$ cat src/hdl/interp_pkg.sv
`default_nettype none

package interp_pkg;

   // ~~~~~~~~~~~~~~~~~~~~~~~~~~~~~~
   // Widths
   // ~~~~~~~~~~~~~~~~~~~~~~~~~~~~~~
   localparam int SAMPLE_W = 8;
   localparam int RESULT_W = 9;
   localparam int OUT_W    = 16;

   // Frame geometry
   localparam int N_IN   = 11;
   localparam int N_OUT  = 2 * N_IN - 1;
   localparam int N_TAPS = N_IN - 1;

   // ~~~~~~~~~~~~~~~~~~~~~~~~~~~~~~
   // Timing
   // ~~~~~~~~~~~~~~~~~~~~~~~~~~~~~~
   // Register stages inside one tap
   localparam int TAP_LAT      = 3;
   // Strobe-gated stages after the core
   localparam int CHAIN_DEPTH  = 3;
   localparam int MIN_LOAD_GAP = 4;
   // Wide enough to hold MIN_LOAD_GAP
   localparam int GAP_CNT_W    = $clog2(MIN_LOAD_GAP + 1);

   // ~~~~~~~~~~~~~~~~~~~~~~~~~~~~~~
   // Data types
   // ~~~~~~~~~~~~~~~~~~~~~~~~~~~~~~
   typedef logic signed [SAMPLE_W-1:0] sample_t;
   typedef logic signed [RESULT_W-1:0] result_t;
   typedef logic signed [OUT_W-1:0]    out_t;

endpackage

`default_nettype wire

$ cat src/hdl/frame_delay.sv
`timescale 1ns/1ps
`default_nettype none

module frame_delay
(
   input  wire                                              clk,
   input  wire                                              rst_n,
   input  wire                                              load,
   input  wire interp_pkg::result_t [interp_pkg::N_OUT-1:0] results,
   output wire interp_pkg::result_t [interp_pkg::N_OUT-1:0] held
);

   import interp_pkg::*;

   result_t [N_OUT-1:0] stage_q [CHAIN_DEPTH];

   // ~~~~~~~~~~~~~~~~~~~~~~~~~~~~~~
   // Strobe-gated chain
   // ~~~~~~~~~~~~~~~~~~~~~~~~~~~~~~
   always_ff @(posedge clk)
   begin
      if (!rst_n)
      begin
         for (int s = 0; s < CHAIN_DEPTH; s++)
         begin
            stage_q[s] <= '0;
         end
      end
      else if (load)
      begin
         stage_q[0] <= results;
         for (int s = 1; s < CHAIN_DEPTH; s++)
         begin
            stage_q[s] <= stage_q[s-1];
         end
      end
   end

   assign held = stage_q[CHAIN_DEPTH-1];

   // ~~~~~~~~~~~~~~~~~~~~~~~~~~~~~~
   // Checks
   // ~~~~~~~~~~~~~~~~~~~~~~~~~~~~~~
   // Core outputs move only once the tap pipeline has drained
   results_settle: assert property (@(posedge clk) disable iff (!rst_n)
      !$stable(results) |-> $past(load, TAP_LAT + 1))
      else $error("results changed outside the tap latency slot");

endmodule

`default_nettype wire

$ cat src/hdl/interp_top.sv
`timescale 1ns/1ps
`default_nettype none

module interp_top
(
   input  wire                                             clk,
   input  wire                                             rst_n,
   input  wire                                             load,
   input  wire interp_pkg::sample_t [interp_pkg::N_IN-1:0] samples,
   output wire interp_pkg::out_t [interp_pkg::N_OUT-1:0]   dout
);

   import interp_pkg::*;

   wire result_t [N_OUT-1:0] results;
   wire result_t [N_OUT-1:0] held;

   // ~~~~~~~~~~~~~~~~~~~~~~~~~~~~~~
   // Producer and buffer
   // ~~~~~~~~~~~~~~~~~~~~~~~~~~~~~~
   quad_interp_core i_core
   (
      .clk     (clk),
      .rst_n   (rst_n),
      .load    (load),
      .samples (samples),
      .results (results)
   );

   frame_delay i_delay
   (
      .clk     (clk),
      .rst_n   (rst_n),
      .load    (load),
      .results (results),
      .held    (held)
   );

   // Widen to the port width
   for (genvar i = 0; i < N_OUT; i++)
   begin : g_sext
      assign dout[i] = out_t'(held[i]);
   end

endmodule

`default_nettype wire

$ cat src/hdl/quad_interp_core.sv
`timescale 1ns/1ps
`default_nettype none

module quad_interp_core
(
   input  wire                                              clk,
   input  wire                                              rst_n,
   input  wire                                              load,
   input  wire interp_pkg::sample_t [interp_pkg::N_IN-1:0]  samples,
   output wire interp_pkg::result_t [interp_pkg::N_OUT-1:0] results
);

   import interp_pkg::*;

   sample_t [N_IN-1:0]   smp_q;
   result_t [N_IN-1:0]   even_q [TAP_LAT];
   logic [GAP_CNT_W-1:0] gap_cnt;

   // ~~~~~~~~~~~~~~~~~~~~~~~~~~~~~~
   // Frame capture
   // ~~~~~~~~~~~~~~~~~~~~~~~~~~~~~~
   always_ff @(posedge clk)
   begin
      if (!rst_n)
      begin
         smp_q <= '0;
      end
      else if (load)
      begin
         smp_q <= samples;
      end
   end

   // Even path, matched to the tap latency
   always_ff @(posedge clk)
   begin
      if (!rst_n)
      begin
         for (int s = 0; s < TAP_LAT; s++)
         begin
            even_q[s] <= '0;
         end
      end
      else
      begin
         for (int k = 0; k < N_IN; k++)
         begin
            even_q[0][k] <= result_t'(smp_q[k]);
         end
         for (int s = 1; s < TAP_LAT; s++)
         begin
            even_q[s] <= even_q[s-1];
         end
      end
   end

   for (genvar i = 0; i < N_IN; i++)
   begin : g_even
      assign results[2*i] = even_q[TAP_LAT-1][i];
   end

   // ~~~~~~~~~~~~~~~~~~~~~~~~~~~~~~
   // Odd taps
   // ~~~~~~~~~~~~~~~~~~~~~~~~~~~~~~
   for (genvar k = 0; k < N_TAPS; k++)
   begin : g_tap
      if (k < N_TAPS - 1)
      begin : g_fwd
         quad_tap i_tap
         (
            .clk   (clk),
            .rst_n (rst_n),
            .near  (smp_q[k]),
            .mid   (smp_q[k+1]),
            .far   (smp_q[k+2]),
            .point (results[2*k+1])
         );
      end
      else
      begin : g_mirror
         // Last gap has no right neighbour, so look back into the frame
         quad_tap i_tap
         (
            .clk   (clk),
            .rst_n (rst_n),
            .near  (smp_q[N_IN-1]),
            .mid   (smp_q[N_IN-2]),
            .far   (smp_q[N_IN-3]),
            .point (results[2*k+1])
         );
      end
   end

   // Cycles since the last load, saturating
   always_ff @(posedge clk)
   begin
      if (!rst_n)
      begin
         gap_cnt <= GAP_CNT_W'(MIN_LOAD_GAP);
      end
      else if (load)
      begin
         gap_cnt <= GAP_CNT_W'(1);
      end
      else if (gap_cnt < GAP_CNT_W'(MIN_LOAD_GAP))
      begin
         gap_cnt <= gap_cnt + 1'b1;
      end
   end

   load_spacing: assert property (@(posedge clk) disable iff (!rst_n)
      load |-> gap_cnt >= GAP_CNT_W'(MIN_LOAD_GAP))
      else $error("load strobes closer than %0d cycles", MIN_LOAD_GAP);

endmodule

`default_nettype wire

$ cat src/hdl/quad_tap.sv
`timescale 1ns/1ps
`default_nettype none

module quad_tap
(
   input  wire                 clk,
   input  wire                 rst_n,
   input  wire interp_pkg::sample_t near,
   input  wire interp_pkg::sample_t mid,
   input  wire interp_pkg::sample_t far,
   output interp_pkg::result_t point
);

   import interp_pkg::*;

   // Stage 1 weighted terms
   sample_t near_t;
   sample_t mid_t;
   sample_t far_t;

   // Stage 2 partial sum and the far term carried along
   result_t sum_q;
   sample_t far_q;

   // ~~~~~~~~~~~~~~~~~~~~~~~~~~~~~~
   // Stage 1
   // ~~~~~~~~~~~~~~~~~~~~~~~~~~~~~~
   // 3/8 near, 3/4 mid, 1/8 far, all truncating
   always_ff @(posedge clk)
   begin
      if (!rst_n)
      begin
         near_t <= '0;
         mid_t  <= '0;
         far_t  <= '0;
      end
      else
      begin
         near_t <= (near >>> 2) + (near >>> 3);
         mid_t  <= (mid >>> 1) + (mid >>> 2);
         far_t  <= far >>> 3;
      end
   end

   // Stage 2
   always_ff @(posedge clk)
   begin
      if (!rst_n)
      begin
         sum_q <= '0;
         far_q <= '0;
      end
      else
      begin
         sum_q <= result_t'(near_t) + result_t'(mid_t);
         far_q <= far_t;
      end
   end

   // Stage 3 subtracts the far term
   always_ff @(posedge clk)
   begin
      if (!rst_n)
      begin
         point <= '0;
      end
      else
      begin
         point <= sum_q - result_t'(far_q);
      end
   end

endmodule

`default_nettype wire

$ cat config.mk
export PLATFORM = sky130hd
export DESIGN_NAME = interp_top
export DESIGN_NICKNAME = d
export VERILOG_FILES = /design/src/hdl/interp_pkg.sv /design/src/hdl/frame_delay.sv /design/src/hdl/interp_top.sv /design/src/hdl/quad_interp_core.sv /design/src/hdl/quad_tap.sv
export SDC_FILE = /design/constraint.sdc
export NUM_CORES = 2
export LEC_CHECK = 0
export BUFFER_PORTS_ARGS = -buffer_cell sky130_fd_sc_hd__buf_2
export CAP_MARGIN = 0
export CORE_MARGIN = 4
export CORE_UTILIZATION = 25
export DETAILED_ROUTE_END_ITERATION = 16
export GPL_ROUTABILITY_DRIVEN = 0
export PLACE_DENSITY_LB_ADDON = 0.2
export SLEW_MARGIN = 20
export SYNTH_ARGS = -nofsm -noshare
export SYNTH_HDL_FRONTEND = slang
export SYNTH_SLANG_ARGS = --single-unit
$ cat constraint.sdc
create_clock -name clk -period 56.2 [get_ports clk]
set_clock_uncertainty 0.1 [all_clocks]
set_input_delay 16.86 -clock clk [delete_from_list [all_inputs] [get_ports clk]]
set_output_delay 16.86 -clock clk [all_outputs]
set_load 0.01 [all_outputs]
# Word-level counts from Yosys, hierarchy flattened
# Memories as Yosys holds them, arrays and structs flattened.
# Index checks and enable logic that the tools add are counted.
classes:
  n_mux: 21
  add_sub_neg: 39
  bitwise: 16
op_table:
  columns: ["op", "count"]
  rows:
  - ["189-bit 2-to-1 mux", 3]
  - ["99-bit 2-to-1 mux", 2]
  - ["9-bit 2-to-1 mux", 11]
  - ["7-bit by 8-bit adder with 9-bit output", 10]
  - ["9-bit by 5-bit subtractor with 9-bit output", 10]
  - ["7-bit by 6-bit adder with 8-bit output", 9]
  - ["6-bit by 5-bit adder with 7-bit output", 10]
  - ["1-bit OR", 16]
  - ["1-bit 2-to-1 mux", 5]
totals:
  mem_count: 2
  out_inout_bits: 336
  ff_bits: 500
  word_cells: 146
  in_bits: 91
  ram_bits: 864
memory_table:
  columns: ["memory", "depth", "width", "rd", "rd_clocked_by_memory_dff", "write_ports", "line_no", "rtl"]
  rows:
  - ["i_delay.stage_q", 3, 189, 3, 0, 3, "frame_delay.sv:15", "result_t [N_OUT-1:0] stage_q [CHAIN_DEPTH];"]
  - ["i_core.even_q", 3, 99, 3, 0, 3, "quad_interp_core.sv:16", "result_t [N_IN-1:0] even_q [TAP_LAT];"]

# Logic depth before layout (Yosys ltp)
logic_depth:
  depth_word: 4
  mapped_depth: 8
  ltp_nobuf: 8

# Cells and area by module
# A second synthesis with hierarchy kept.
unflattened:
  cells_unflattened: 4897
  area_unflattened_um2: 57624.0
modules_own_cells:
  columns: ["module", "cells_per_inst", "area_per_inst_um2", "seq_area_each_um2", "instances"]
  rows:
  - ["frame_delay", 1450, 22932.0, 17026.3, 1]
  - ["quad_tap (i_core.g_tap[0].g_fwd.i_tap ...)", 236, 2239.6, 860.8, 7]
  - ["quad_interp_core", 940, 11180.7, 7046.8, 1]
  - ["quad_tap (i_core.g_tap[4].g_fwd.i_tap ...)", 236, 2243.4, 860.8, 3]
  - ["interp_top", 147, 1103.6, 0.0, 1]

# Least setup slack after synthesis
# Ideal clock, no wire load.
synth_timing:
  kind: "input -> register"
  start: "input port load"
  end: "memory i_delay.stage_q[0][0] in the netlist's numbering (enable)"
  setup_ns: 0.998
  slack_ns: 25.016
  t_arrival_ns: 30.086
  path_buffers: 2
  cell_stages: 3
  required_time_ns: 55.102
  path_cell_list: "buf_2 buf_1 nand2b_1"
synth_lines:
  columns: ["item", "line_no", "rtl"]
  rows:
  - ["from (decl)", "interp_top.sv:8", "input wire load,"]
  - ["to (decl)", "frame_delay.sv:15", null]

==> summary.txt <==
Clocking
  – CTS resizes: 0
  – CTS buffer count: 133
  – Clock sinks: 1189
  – Hold_buf cts: 0
  – CTS tree: yes
  – CTS max path bufs: 3
  – Clock slew at reported path FFs: 0.06 ns
  – Worst skew pair latency: roughly 0.76 ns
  – H-tree depth: 4
  – Clock root buffer: clkbuf_16
  – Post-CTS setup buffer count: 0

Power
  – Peak VDD IR: just under 0.03 mV
  – Clock Power Share: 42.6%
  – Internal power: around 1600 uW
  – Leakage: 0.0258 uW
  – Switching share of power: 24.2%
  – Net switching power: 501 uW
  – Flop pwr share: 47.8%
  – PD cells: between 30 and 40 nW/um2
  – Gate power share: under 10%

Timing
  – Max_slew headroom: 22.7%
  – Post-route setup slack: 36.45 ns
  – Fin crit share: between 30% and 40%
  – Slew @ Worst Pin: roughly 1.2 ns
  – Unrepaired setup endpoints after global routing: false
  – Sum of negative setup slack: 0 ns
  – Post-layout min period: 19.75 ns
  – F_max: 50.6 MHz
  – Final Hold Viols: 0
  – Final-report setup violation count: 0
  – Slew Viols, Final: 0

Critical path
  – Worst EP arrival: about 20 ns
  – Critical path's top delay family: buffers and inverters
  – Kind of critical path: primary input to flop
  – Reg2reg path depth: 7
  – Bufs and invs on worst path: 4
  – FF-to-FF End: i_core.g_tap[1].g_fwd.i_tap.point[4]
  – Flop-to-flop setup slack: 53.88 ns
  – Slowest stage delay, CP: 0.91 ns
  – Startpoint types: primary input
  – Crit path top cell by count: buf_4
  – R2R Path Start: i_core.g_tap[1].g_fwd.i_tap.sum_q[0]
  – Critical-path maximum fanout: ~130
  – CP Capture Type: flop
  – Req. time, crit path: 56.79 ns
  – Critical-path cell list: buf_8 > buf_4 > buf_4 > buf_4 > and3_1 > a31oi_1 > nand3_1
  – Worst path slowest cell: buf_4

Yosys
  – Synth Area in Compound Gates: 6.64%
  – Largest family of logic cells by synthesized area: simple AND/OR/NAND/NOR gates
  – Synth Area in Simple Gates: between 15 and 20%
  – Warnings, synthesis: 0
  – Syn Inst Count: 4290
  – Post-synth EDFFs: 534
  – Main synth FF type: dfxtp_1
  – Unique masters post-synth: 58
  – Cell taking the most area after synthesis: edfxtp_1
  – Synth Area per Inst: 11.7 um2
  – Async S/R FF share, synth: 0%
  – #FFs+latches synth: 1189
  – Multiplexer area fraction after synthesis: 2.60%
  – Post-synth net total: 4644
  – Seq/Total Area, Yosys: 58.2%
  – Top post-synthesis cells by area: edfxtp_1, dfxtp_1, and3_1, ha_1, buf_4
  – Post-Synth XOR/XNOR Area: 1.28%
  – Adder-cell share of the synthesized area: approximately 7%
  – Share of the synthesized area in the top cell type: around a third
  – Mapped Area: 50100 um2

Place
  – Setup slack after placement: 35.69 ns
  – Buffers on Ports: ~430
  – Detail Placement HPWL: approximately 84 mm

Detailed routing
  – Via Count: 29700
  – Remaining DRCs: 0
  – Final ANT Viol Nets: 0
  – Routed WL: 123 mm
  – DR WL/cell: 17.3 um
  – Via/cell ratio: 4.18
  – Drt first pass iters: 5
  – Iter 0 DRT Violations: between 1500 and 2000

Die
  – Die span in x: 456 um
  – Die height: 456 um
  – Row cnt: 164
  – IO Pins: 427
  – Starting Density: 25.1%
  – Die ar.: just over 200000 um2
  – Core Area: 200000 um2

Run status
  – Status: finished clean

Min path
  – Hold-critical path endpoint: i_core.g_tap[0].g_fwd.i_tap.far_q[1]
  – Hold Startpoint: i_core.g_tap[0].g_fwd.i_tap.far_t[1]
  – HP Class: flop to flop
  – WHS Path Cells: 1

Layout
  – Nets@finish: 4670
  – Layout cells sized above 1: 15.5%
  – P&R area growth vs syn: 13.6%

GRT
  – Total gr overflow: 0
  – Global Route Usage Sum: 11.5%
  – Largest net degree at the start of global routing: 210
  – Initial antenna violation count: 33
  – Vias in the first global route: around 29000
  – Global-route wire length before repair: ~190 mm

Flow run
  – Max cap viols: 0
==> per-stage QoR <==
step	hold WS, ns	power [uW]	area, um2	util, %	std cells
final	0.325	2070	56900	28.5	7102
after global routing	0.340	2170	56900	28.5	7087
after CTS	0.322	2110	56800	28.5	7083
after detailed placement	0.317	1210	52300	26.2	6836
after global placement	0.314	1210	52300	26.2	6836
after floorplan	0.312	1160	50100	-	4290
==> metal layers <==
metal / track usage (%) / vias up / part of all wire (%)
met1: 16.4 / 14100 / 50
met5: 0 / - / 0.056
met2: 17.7 / 483 / 44
li1: - / 14900 / -
met3: 2.20 / 174 / 3.9
met4: 3.53 / 12 / 2.6
==> power by group through the flow <==
stage	Clock (uW)	Combinational [uW]	Sequential, uW
final	884	198	991
after CTS	919	201	993
after global routing	953	224	997
after floorplan	0	159	1010
after global placement	0	199	1010
after detailed placement	0	200	1010
==> cells in the mapped netlist (56+ instances only) <==
cell type / n
a21oi_1: 65
clkbuf_1: 145
dfxtp_1: 655
ha_1: 224
edfxtp_1: 534
and3_1: 561
inv_1: 147
a211oi_1: 56
buf_2: 70
nand2_1: 62
o21ai_0: 90
nor2_1: 298
and2_1: 270
buf_4: 338
mux2i_1: 127
==> how the worst max path moves through the flow <==
stage / from / end / slack (ns) / cells after the start
after floorplan: load / i_delay.stage_q[0][0] / 25.02 / 3
after global placement: rst_n / i_core.g_tap[3].g_fwd.i_tap.point[6] / 35.65 / 7
after detailed placement: rst_n / i_core.g_tap[3].g_fwd.i_tap.point[6] / 35.69 / 7
after CTS: rst_n / i_core.g_tap[3].g_fwd.i_tap.point[6] / 36.54 / 7
after global routing: rst_n / i_core.g_tap[3].g_fwd.i_tap.point[6] / 36.20 / 7
final: rst_n / i_core.g_tap[3].g_fwd.i_tap.point[6] / 36.45 / 7
==> area by class of cell <==
class                      instances  area (um2)
antenna                           18        45.0
tap                             2656        3320
fill                           20500      143000
clock buffer                     193        3930
clock inverter                    54         574
timing repair buffer             448        2380
sequential                      1189       29100
multi-input combinational       2396       17000
inverter                         148         563
==> placed cells by master, fill, tap and decap left out, drive strengths merged, types with 24 or more instances in the layout <==
cell type  instances
a211oi            56
a21o              41
a21oi             65
a31oi             45
and2             270
and3             561
buf              448
clkbuf           193
clkinv            33
dfxtp            655
edfxtp           534
fa                39
ha               224
inv              157
mux2i            127
nand2             62
nand2b            24
nor2             298
nor2b             44
nor3              32
nor4              37
o21a              38
o21ai             90
or3               46
xnor2             25
xor2              48
==> state kept, by name (all words and copies together), names as in the netlist <==
signal	count
i_core.even_q	192
i_core.g_tap.g_fwd.i_tap.far_q	36
i_core.g_tap.g_fwd.i_tap.far_t	36
i_core.g_tap.g_fwd.i_tap.mid_t	63
i_core.g_tap.g_fwd.i_tap.near_t	54
i_core.g_tap.g_fwd.i_tap.point	81
i_core.g_tap.g_fwd.i_tap.sum_q	81
i_core.g_tap.g_mirror.i_tap.near_t	6
i_core.g_tap.g_mirror.i_tap.point	9
i_core.g_tap.g_mirror.i_tap.sum_q	9
i_core.smp_q	88
i_delay.stage_q	534
==> cells by family (layout without fill, tap and decap cells) <==
kind of cell,count (synthesis),in the layout
other cells,0,18
fa+ha+maj,263,263
buf+inv,705,843
simple gates,1442,1442
mux,130,130
flops,1189,1189
compound gates,488,488
xor+xnor,73,73
==> worst reg2reg max path, stage by stage (launching register included) <==
cell and delay [ns]:
dfxtp_1 0.32, inv_1 0.07, ha_1 0.16, inv_1 0.05, fa_1 0.42, a211oi_1 0.41
o21ai_0 0.16, a21oi_1 0.48
Note: power is estimated with default switching activity, not from simulation.
